### config.mk
export PLATFORM = sky130hd
export DESIGN_NAME = execute_stage
export DESIGN_NICKNAME = d
export VERILOG_FILES = /design/src/design/exe_pkg.sv /design/src/design/alu.sv /design/src/design/execute_stage.sv /design/src/design/muldiv_hilo.sv /design/src/design/pipe_reg.sv
export SDC_FILE = /design/constraint.sdc
export NUM_CORES = 2
export LEC_CHECK = 0
export ABC_AREA = 1
export BUFFER_PORTS_ARGS = -buffer_cell sky130_fd_sc_hd__buf_2
export CORE_ASPECT_RATIO = 1.2
export CORE_MARGIN = 5
export CORE_UTILIZATION = 40
export DETAILED_ROUTE_END_ITERATION = 6
export MAX_ROUTING_LAYER = met4
export PLACE_DENSITY = 0.58
export SKIP_LAST_GASP = 1
export SYNTH_ARGS = -nofsm -noshare
export SYNTH_HDL_FRONTEND = slang
export SYNTH_SLANG_ARGS = --single-unit
### constraint.sdc
create_clock -name clk -period 8.3 [get_ports clk]
set_input_delay 0.83 -clock clk [delete_from_list [all_inputs] [get_ports clk]]
set_output_delay 0.83 -clock clk [all_outputs]
set_load 0.02 [all_outputs]
### src/design/exe_pkg.sv
package exe_pkg;

	// execute operation codes, 8 bits like the decoder's control code
	// op_nop must stay at zero so an all-zero bundle is a bubble
	typedef enum logic [7:0] {
		op_nop = 8'h00,
		// register logic
		op_and,
		op_or,
		op_xor,
		op_nor,
		// logic immediates, zero-extended inside the alu
		op_andi,
		op_ori,
		op_xori,
		op_lui,
		// variable shifts
		op_sllv,
		op_srlv,
		op_srav,
		// arithmetic
		op_add,
		op_addu,
		op_sub,
		op_subu,
		op_addi,
		op_addiu,
		// set on less than
		op_slt,
		op_sltu,
		op_slti,
		op_sltiu,
		// hi/lo class
		op_mult,
		op_multu,
		op_div,
		op_divu,
		op_mfhi,
		op_mflo,
		op_mthi,
		op_mtlo,
		// control flow
		op_j,
		op_beq,
		op_bne,
		// memory access, address only
		op_lb,
		op_lbu,
		op_lh,
		op_lhu,
		op_lw,
		op_sb,
		op_sh,
		op_sw,
		// privileged
		op_mtc0,
		op_eret
	} alu_op_t;

	// decoded instruction entering execute
	typedef struct packed {
		logic        valid;
		alu_op_t     op;
		logic [31:0] num1;
		// sign/zero extended immediate already merged in where used
		logic [31:0] num2;
		logic        wreg;
		logic [4:0]  waddr;
	} id_ex_t;

	// execute result toward the memory stage
	typedef struct packed {
		logic        valid;
		alu_op_t     op;
		logic [31:0] result;
		// low whenever ovf is set
		logic        wreg;
		logic [4:0]  waddr;
		logic        ovf;
		logic        br_taken;
	} ex_mem_t;

	// ops handled by the multiply/divide unit instead of the alu datapath
	function automatic logic is_muldiv(alu_op_t op);
		return op inside {op_mult, op_multu, op_div, op_divu, op_mthi, op_mtlo};
	endfunction

endpackage

### src/design/alu.sv
`timescale 1ns/1ps

module alu import exe_pkg::*; (
	input  id_ex_t      ex,
	input  logic [31:0] hi,
	input  logic [31:0] lo,
	output logic [31:0] result,
	output logic        ovf,
	output logic        br_taken
);

	logic [31:0] num1;
	logic [31:0] num2;
	logic [31:0] imm_zext;
	logic [4:0]  shamt;
	logic [31:0] sum;
	logic [31:0] diff;
	logic        add_ovf;
	logic        sub_ovf;
	logic        diff_zero;

	assign num1 = ex.num1;
	assign num2 = ex.num2;

	// logic immediates only look at the low half of num2
	assign imm_zext = {16'h0000, num2[15:0]};

	// shift amount comes from rs
	assign shamt = num1[4:0];

	// shared adder and subtractor
	assign sum  = num1 + num2;
	assign diff = num1 - num2;

	// same-sign operands giving a result of the other sign
	assign add_ovf = (num1[31] == num2[31]) && (sum[31] != num1[31]);
	// operands of different sign, result sign not matching num1
	assign sub_ovf = (num1[31] != num2[31]) && (diff[31] != num1[31]);

	assign diff_zero = (diff == 32'h0000_0000);

	always_comb begin
		result = 32'h0000_0000;
		// hi/lo writers produce nothing on the result bus
		if (!is_muldiv(ex.op)) begin
			case (ex.op)
				// register logic
				op_and:   result = num1 & num2;
				op_or:    result = num1 | num2;
				op_xor:   result = num1 ^ num2;
				op_nor:   result = ~(num1 | num2);
				// logic immediates
				op_andi:  result = num1 & imm_zext;
				op_ori:   result = num1 | imm_zext;
				op_xori:  result = num1 ^ imm_zext;
				op_lui:   result = {num2[15:0], 16'h0000};
				// variable shifts of rt
				op_sllv:  result = num2 << shamt;
				op_srlv:  result = num2 >> shamt;
				op_srav:  result = $signed(num2) >>> shamt;
				// add/sub, trapping and not
				op_add,
				op_addu,
				op_addi,
				op_addiu: result = sum;
				op_sub,
				op_subu:  result = diff;
				// set on less than, signed and unsigned
				op_slt,
				op_slti:  result = {31'd0, $signed(num1) < $signed(num2)};
				op_sltu,
				op_sltiu: result = {31'd0, num1 < num2};
				// hi/lo reads
				op_mfhi:  result = hi;
				op_mflo:  result = lo;
				// jump target and memory addresses
				op_j,
				op_lb,
				op_lbu,
				op_lh,
				op_lhu,
				op_lw,
				op_sb,
				op_sh,
				op_sw:    result = sum;
				// branch compare value, zero means equal
				op_beq,
				op_bne:   result = diff;
				// cp0 write data passes through
				op_mtc0:  result = num2;
				op_eret:  result = 32'h0000_0000;
				default:  result = 32'h0000_0000;
			endcase
		end
	end

	// only the trapping forms flag overflow
	always_comb begin
		case (ex.op)
			op_add,
			op_addi: ovf = add_ovf;
			op_sub:  ovf = sub_ovf;
			default: ovf = 1'b0;
		endcase
	end

	// branch decision from the subtract result
	always_comb begin
		case (ex.op)
			op_beq:  br_taken = diff_zero;
			op_bne:  br_taken = !diff_zero;
			default: br_taken = 1'b0;
		endcase
	end

endmodule

### src/design/execute_stage.sv
`timescale 1ns/1ps

module execute_stage import exe_pkg::*; (
	input  logic    clk,
	input  logic    arst_n,
	input  id_ex_t  issue,
	input  logic    flush,
	output logic    stall,
	output ex_mem_t retire
);

	id_ex_t      ex_q;
	ex_mem_t     ex_mem_d;
	logic [31:0] alu_result;
	logic        alu_ovf;
	logic        alu_br_taken;
	logic [31:0] hi;
	logic [31:0] lo;
	logic        div_busy;

	// only the divider ever stalls the stage
	assign stall = div_busy;

	// id/ex, held under stall, flush drops the incoming bundle
	// or a divide already waiting here
	pipe_reg #(
		.payload_t (id_ex_t)
	) u_id_ex (
		.clk    (clk),
		.arst_n (arst_n),
		.hold   (stall),
		.clear  (flush),
		.d      (issue),
		.q      (ex_q)
	);

	alu u_alu (
		.ex       (ex_q),
		.hi       (hi),
		.lo       (lo),
		.result   (alu_result),
		.ovf      (alu_ovf),
		.br_taken (alu_br_taken)
	);

	muldiv_hilo u_muldiv (
		.clk    (clk),
		.arst_n (arst_n),
		.ex     (ex_q),
		.flush  (flush),
		.busy   (div_busy),
		.hi     (hi),
		.lo     (lo)
	);

	// next ex/mem bundle
	always_comb begin
		ex_mem_d.valid    = ex_q.valid;
		ex_mem_d.op       = ex_q.op;
		ex_mem_d.result   = alu_result;
		// overflow suppresses the register write
		ex_mem_d.wreg     = ex_q.wreg && !alu_ovf;
		ex_mem_d.waddr    = ex_q.waddr;
		ex_mem_d.ovf      = alu_ovf;
		ex_mem_d.br_taken = alu_br_taken;
	end

	// bubbles go downstream while the divider runs
	pipe_reg #(
		.payload_t (ex_mem_t)
	) u_ex_mem (
		.clk    (clk),
		.arst_n (arst_n),
		.hold   (1'b0),
		.clear  (stall),
		.d      (ex_mem_d),
		.q      (retire)
	);

endmodule

### src/design/muldiv_hilo.sv
`timescale 1ns/1ps

module muldiv_hilo import exe_pkg::*; (
	input  logic        clk,
	input  logic        arst_n,
	input  id_ex_t      ex,
	input  logic        flush,
	output logic        busy,
	output logic [31:0] hi,
	output logic [31:0] lo
);

	logic        hilo_op;
	logic        is_signed;
	logic [32:0] mul_a;
	logic [32:0] mul_b;
	logic [65:0] product;
	logic        div_op;
	logic        div_start;
	logic [31:0] a_mag;
	logic [31:0] b_mag;
	logic        running;
	logic [4:0]  step_cnt;
	logic [31:0] rem_q;
	logic [31:0] quo_q;
	logic [31:0] dsr_q;
	logic        neg_quo;
	logic        neg_rem;
	logic [32:0] trial;
	logic [31:0] step_rem;
	logic [31:0] step_quo;
	logic        last_step;
	logic [31:0] quo_fix;
	logic [31:0] rem_fix;

	// valid hi/lo class op sitting in id/ex
	assign hilo_op   = ex.valid && is_muldiv(ex.op);
	assign is_signed = (ex.op == op_mult) || (ex.op == op_div);

	// one 33x33 signed multiplier covers both mult and multu
	assign mul_a   = {is_signed & ex.num1[31], ex.num1};
	assign mul_b   = {is_signed & ex.num2[31], ex.num2};
	assign product = $signed(mul_a) * $signed(mul_b);

	assign div_op    = hilo_op && ((ex.op == op_div) || (ex.op == op_divu));
	// idle divider picks up a new divide
	assign div_start = div_op && !running;

	// operand magnitudes for the unsigned core
	assign a_mag = (is_signed && ex.num1[31]) ? (~ex.num1 + 32'd1) : ex.num1;
	assign b_mag = (is_signed && ex.num2[31]) ? (~ex.num2 + 32'd1) : ex.num2;

	// one restoring step, next dividend bit shifted into the remainder
	assign trial = {rem_q, quo_q[31]} - {1'b0, dsr_q};

	always_comb begin
		if (trial[32]) begin
			// borrow, keep the shifted remainder
			step_rem = {rem_q[30:0], quo_q[31]};
			step_quo = {quo_q[30:0], 1'b0};
		end else begin
			step_rem = trial[31:0];
			step_quo = {quo_q[30:0], 1'b1};
		end
	end

	// the 32nd step is done combinationally and written straight to hi/lo
	assign last_step = running && (step_cnt == 5'd31);

	// sign fixup: quotient by operand signs, remainder follows dividend
	assign quo_fix = neg_quo ? (~step_quo + 32'd1) : step_quo;
	assign rem_fix = neg_rem ? (~step_rem + 32'd1) : step_rem;

	// high from the start cycle until the final step cycle
	assign busy = div_start || (running && (step_cnt != 5'd31));

	// divider sequencing
	always_ff @(posedge clk or negedge arst_n) begin
		if (!arst_n) begin
			running  <= 1'b0;
			step_cnt <= 5'd0;
			rem_q    <= 32'd0;
			quo_q    <= 32'd0;
			dsr_q    <= 32'd0;
			neg_quo  <= 1'b0;
			neg_rem  <= 1'b0;
		end else if (flush) begin
			// cancel, hi/lo stay as they were
			running  <= 1'b0;
			step_cnt <= 5'd0;
		end else if (div_start) begin
			running  <= 1'b1;
			step_cnt <= 5'd0;
			rem_q    <= 32'd0;
			quo_q    <= a_mag;
			dsr_q    <= b_mag;
			neg_quo  <= is_signed && (ex.num1[31] ^ ex.num2[31]);
			neg_rem  <= is_signed && ex.num1[31];
		end else if (running) begin
			rem_q    <= step_rem;
			quo_q    <= step_quo;
			step_cnt <= step_cnt + 5'd1;
			if (last_step) begin
				running <= 1'b0;
			end
		end
	end

	// hi/lo update as the op leaves id/ex
	always_ff @(posedge clk or negedge arst_n) begin
		if (!arst_n) begin
			hi <= 32'd0;
			lo <= 32'd0;
		end else if (last_step && !flush) begin
			hi <= rem_fix;
			lo <= quo_fix;
		end else if (hilo_op) begin
			case (ex.op)
				op_mult,
				op_multu: begin
					hi <= product[63:32];
					lo <= product[31:0];
				end
				// mthi/mtlo take rs
				op_mthi:  hi <= ex.num1;
				op_mtlo:  lo <= ex.num1;
				default:  ;
			endcase
		end
	end

endmodule

### src/design/pipe_reg.sv
`timescale 1ns/1ps

module pipe_reg #(
	// bundle carried by this stage register
	parameter type payload_t = logic [7:0]
) (
	input  logic     clk,
	input  logic     arst_n,
	input  logic     hold,
	input  logic     clear,
	input  payload_t d,
	output payload_t q
);

	// clear beats hold, an all-zero payload reads as a bubble
	// since its valid bit is low
	always_ff @(posedge clk or negedge arst_n) begin
		if (!arst_n) begin
			q <= '0;
		end else if (clear) begin
			q <= '0;
		end else if (!hold) begin
			q <= d;
		end
	end

endmodule

==> impl_metrics.csv <==
group,metric,value,unit
cells_and_area,synthToLayoutAreaGrowth,15.16,%
worst_setup_path,crit_cells,40,
timing,setup_violations,13,
power_and_ir_drop,vdd_ir_drop_max,475.4,uV
timing,relSlewSlack,13.86,%
route,via_count,61895,
logic_synthesis,synthCells,8571,
clock_network,cts.clk_slew.worst_paths,0.07,ns
worst_setup_path,cp-endpoint,"u_muldiv.hi[15]",
clock_network,clk_latency,0.65,ns
timing,finalSetupTns,-1.995,ns
power_and_ir_drop,cellLeakagePower,0.03748,uW
logic_synthesis,dominantRegCellSynth,"dfrtp_1",
clock_network,cts_buffers,41,
route,vias_per_cell,5.575,
global_routing,grt_pass1_wl,470800,um
worst_setup_path,r2r-start,"u_id_ex.q[72]",
logic_synthesis,syn_avg_cell_area,7.544,um2
place,place.gp.congestion,1.055,
job,max_cap_violations,0,
global_routing,antenna_found_initial,20,
logic_synthesis,yosysTopAreaCell,"fa_1",
cells_and_area,nNetsFinal,10494,
floorplan,ioPinCount,132,
logic_synthesis,yosysTopAreaCellShare,34.92,%
worst_setup_path,timing.rr.end,"u_muldiv.hi[15]",
timing,rsz0062_at_grt,"true",
timing,post-route-worst-setup-slack,-0.2782,ns
timing,fin_skew,0.05553,ns
logic_synthesis,ys_seq_area_share,11.46,%
logic_synthesis,synth.cell_area,64660,um2
worst_setup_path,start_kind,"register",
worst_setup_path,path_class,"reg2reg",
worst_setup_path,rrSetupSlack,-0.28,ns
global_routing,grtUsageTotal,39.90,%
clock_network,htree_levels,2,
worst_setup_path,cp.required,8.81,ns
worst_setup_path,crit_path_frequent_cell,"fa_1",
worst_setup_path,path_delay_family,"adder cells",
clock_network,clkSinkCount,296,
hold_path,hold_class,"in2async",
place,io_buffers,131,
worst_setup_path,slowest_delay,0.55,ns
cells_and_area,drive_gt1_share,13.37,%
route,wire_per_inst,29.73,um
timing,worst_pin_slew,1.292,ns
worst_setup_path,critPathSlowestCell,"fa_2",
route,drc,0,
logic_synthesis,yosys_register_bits,296,
floorplan,initial_utilization,40.27,%
route,dr.pass1.iters,6,
timing,whs,0.1489,ns
clock_network,clock_path_buffers,3,
worst_setup_path,crit_fanout,6,
logic_synthesis,synthTopCellsByArea,"fa_1 (35%), inv_1 (12%), dfrtp_1 (11%)",
floorplan,rows,161,
logic_synthesis,ys_warn_count,0,
clock_network,cts_tree,"done",
logic_synthesis,yosys.cell_types.count,70,
logic_synthesis,async_flop_share,100.0,%
place,dp_hpwl,270100,um
timing,hold_viol,0,
route,wirelength,330000,um
worst_setup_path,startpoint,"u_id_ex.q[72]",
power_and_ir_drop,powerDensity,269.7,nW/um2
worst_setup_path,cp.buffers_inverters,17,
logic_synthesis,syn-num-nets,10127,
run_status,violations,"negative setup slack",
floorplan,fp.dieArea,169800,um2
logic_synthesis,synth-edff-count,0,
floorplan,die_h,450.4,um
logic_synthesis,yosys-top-cells-count,"inv_1 (1986), nand2_1 (1863), fa_1 (1128)",
timing,drv_slew,0,
worst_setup_path,cp-end-kind,"register",
run_status,status,"complete, but fails checks",
timing,max_freq,0.1166,GHz
global_routing,grt_max_degree,130,
global_routing,grt_pass1_vias,64494,
floorplan,fp.dieW,377.0,um
logic_synthesis,synth.most_common_cell,"inv_1",
clock_network,hold_buffers,0,
worst_setup_path,worstPathArrival,9.09,ns
worst_setup_path,reg2reg_depth,40,
clock_network,clockRootBuffer,"clkbuf_16",
global_routing,gr-total-overflow,0,
timing,fin_crit_sh,103.4,%
route,drt-initial-drc-count,5611,
route,ant_nets,0,
floorplan,core,160600,um2
timing,fin_crit,8.578,ns
-- flip-flops by register name, summed over array words and instances, names as in the netlist --
| name | cells |
|---|---|
| u_ex_mem.q | 49 |
| u_id_ex.q | 79 |
| u_muldiv.quo_q | 32 |
| u_muldiv.dsr_q | 32 |
| u_muldiv.step_cnt | 5 |
| u_muldiv.rem_q | 32 |
| u_muldiv.neg_quo | 1 |
| u_muldiv.lo | 32 |
| u_muldiv.running | 1 |
| u_muldiv.neg_rem | 1 |
| u_muldiv.hi | 32 |
-- worst register-to-register path, delay by kind of cell, from the launching register on --
kind,cells,cell delay (ns)
flip-flops,1,0.42
AND/OR/NAND/NOR,6,0.64
adder cells (fa/ha/maj),9,4.08
AO/OA/AOI/OAI,8,1.38
buffers and inverters,17,1.94
-- worst min-delay path by stage --
| stage | from | endpoint | slack, ns | depth (start not counted) |
|---|---|---|---|---|
| CTS | arst_n | u_id_ex.q[7] | 0.18 | 1 |
| detailed placement | u_muldiv.dsr_q[14] | u_muldiv.dsr_q[14] | 0.48 | 2 |
| finish | arst_n | u_id_ex.q[7] | 0.15 | 1 |
| global route | arst_n | u_id_ex.q[7] | 0.19 | 1 |
| global placement | u_id_ex.q[1] | u_ex_mem.q[3] | 0.47 | 2 |
| floorplan | u_muldiv.hi[30] | u_muldiv.hi[30] | 0.45 | 2 |
-- cell type report --
type                       count  area, um2
sequential                   296       7430
tap                         2119       2651
clock buffer                  46       1076
inverter                    2012       7571
antenna                       13      32.53
fill                       16246      86090
clock inverter                29      366.6
multi-input combinational   5813      49070
timing repair buffer         774       6261
-- kinds of logic (layout without fill, tap and decap cells) --
family | count (synthesis) | count (layout) | synth area share, %
other | 0 | 13 | 0
AOI/OAI and AO/OA | 1365 | 1365 | 12.37
DFF | 296 | 296 | 11.46
xor gates and xnor gates | 183 | 183 | 2.479
and+or+nand+nor | 2777 | 2777 | 17.45
muxes | 14 | 14 | 0.2167
adders and majority gates | 1474 | 1474 | 41.62
buffers and inverters | 2462 | 2861 | 14.40
-- per-layer routing --
metal / routed length (um) / track usage [%]
met5: 0 / -
met4: 27400 / 24.00
met3: 20940 / 4.989
met2: 155500 / 65.19
met1: 126100 / 47.27
-- through the flow --
step / utilization [%] / total power (uW) / cell area, um2 / worst slack [ns] / instances
2_1_floorplan: - / 8874 / 64660 / 0.1013 / 8571
3_3_place_gp: 44.55 / 15960 / 71530 / -0.4680 / 10978
3_5_place_dp: 44.55 / 15990 / 71530 / -0.5631 / 10978
4_1_cts: 45.93 / 18780 / 73740 / -0.2518 / 11076
5_1_grt: 46.37 / 21290 / 74450 / -0.5811 / 11097
6_report: 46.38 / 20080 / 74460 / -0.2782 / 11102
-- what timing repair did --
action | CTS | global route
cloned | 1 | 0
pin swaps | 76 | 114
gates resized for setup | 151 | 156
endpoints found under the setup margin | 30 | 31
buffers inserted | 23 | 15
-- power breakdown --
part           total [uW]  internal [uW]  switching, uW
logic               16200           6650           9550
clock network        2000           1110            884
registers            1890           1650            235
-- placed cells by master (no fill, tap or decap), types with 17 or more instances in the layout --
master,n
nor3_1,44
inv_2,46
o22ai_1,86
nor2_1,418
clkinv_1,17
buf_2,130
o21ai_0,492
xnor2_1,43
fa_1,1105
buf_4,571
o221ai_1,21
nor2_2,46
fa_2,23
nand3_1,225
o21ai_1,30
nor2_4,29
dfrtp_1,278
a21oi_2,18
xor2_1,136
ha_1,329
dfrtp_2,18
nor4_1,22
o211ai_1,66
a31oi_1,66
nand2_2,39
nand2_1,1845
a21oi_1,369
a221oi_1,36
o21ai_2,18
clkbuf_16,42
buf_12,55
nand4_1,44
inv_1,1943
Power figures use the tool's default switching activity.
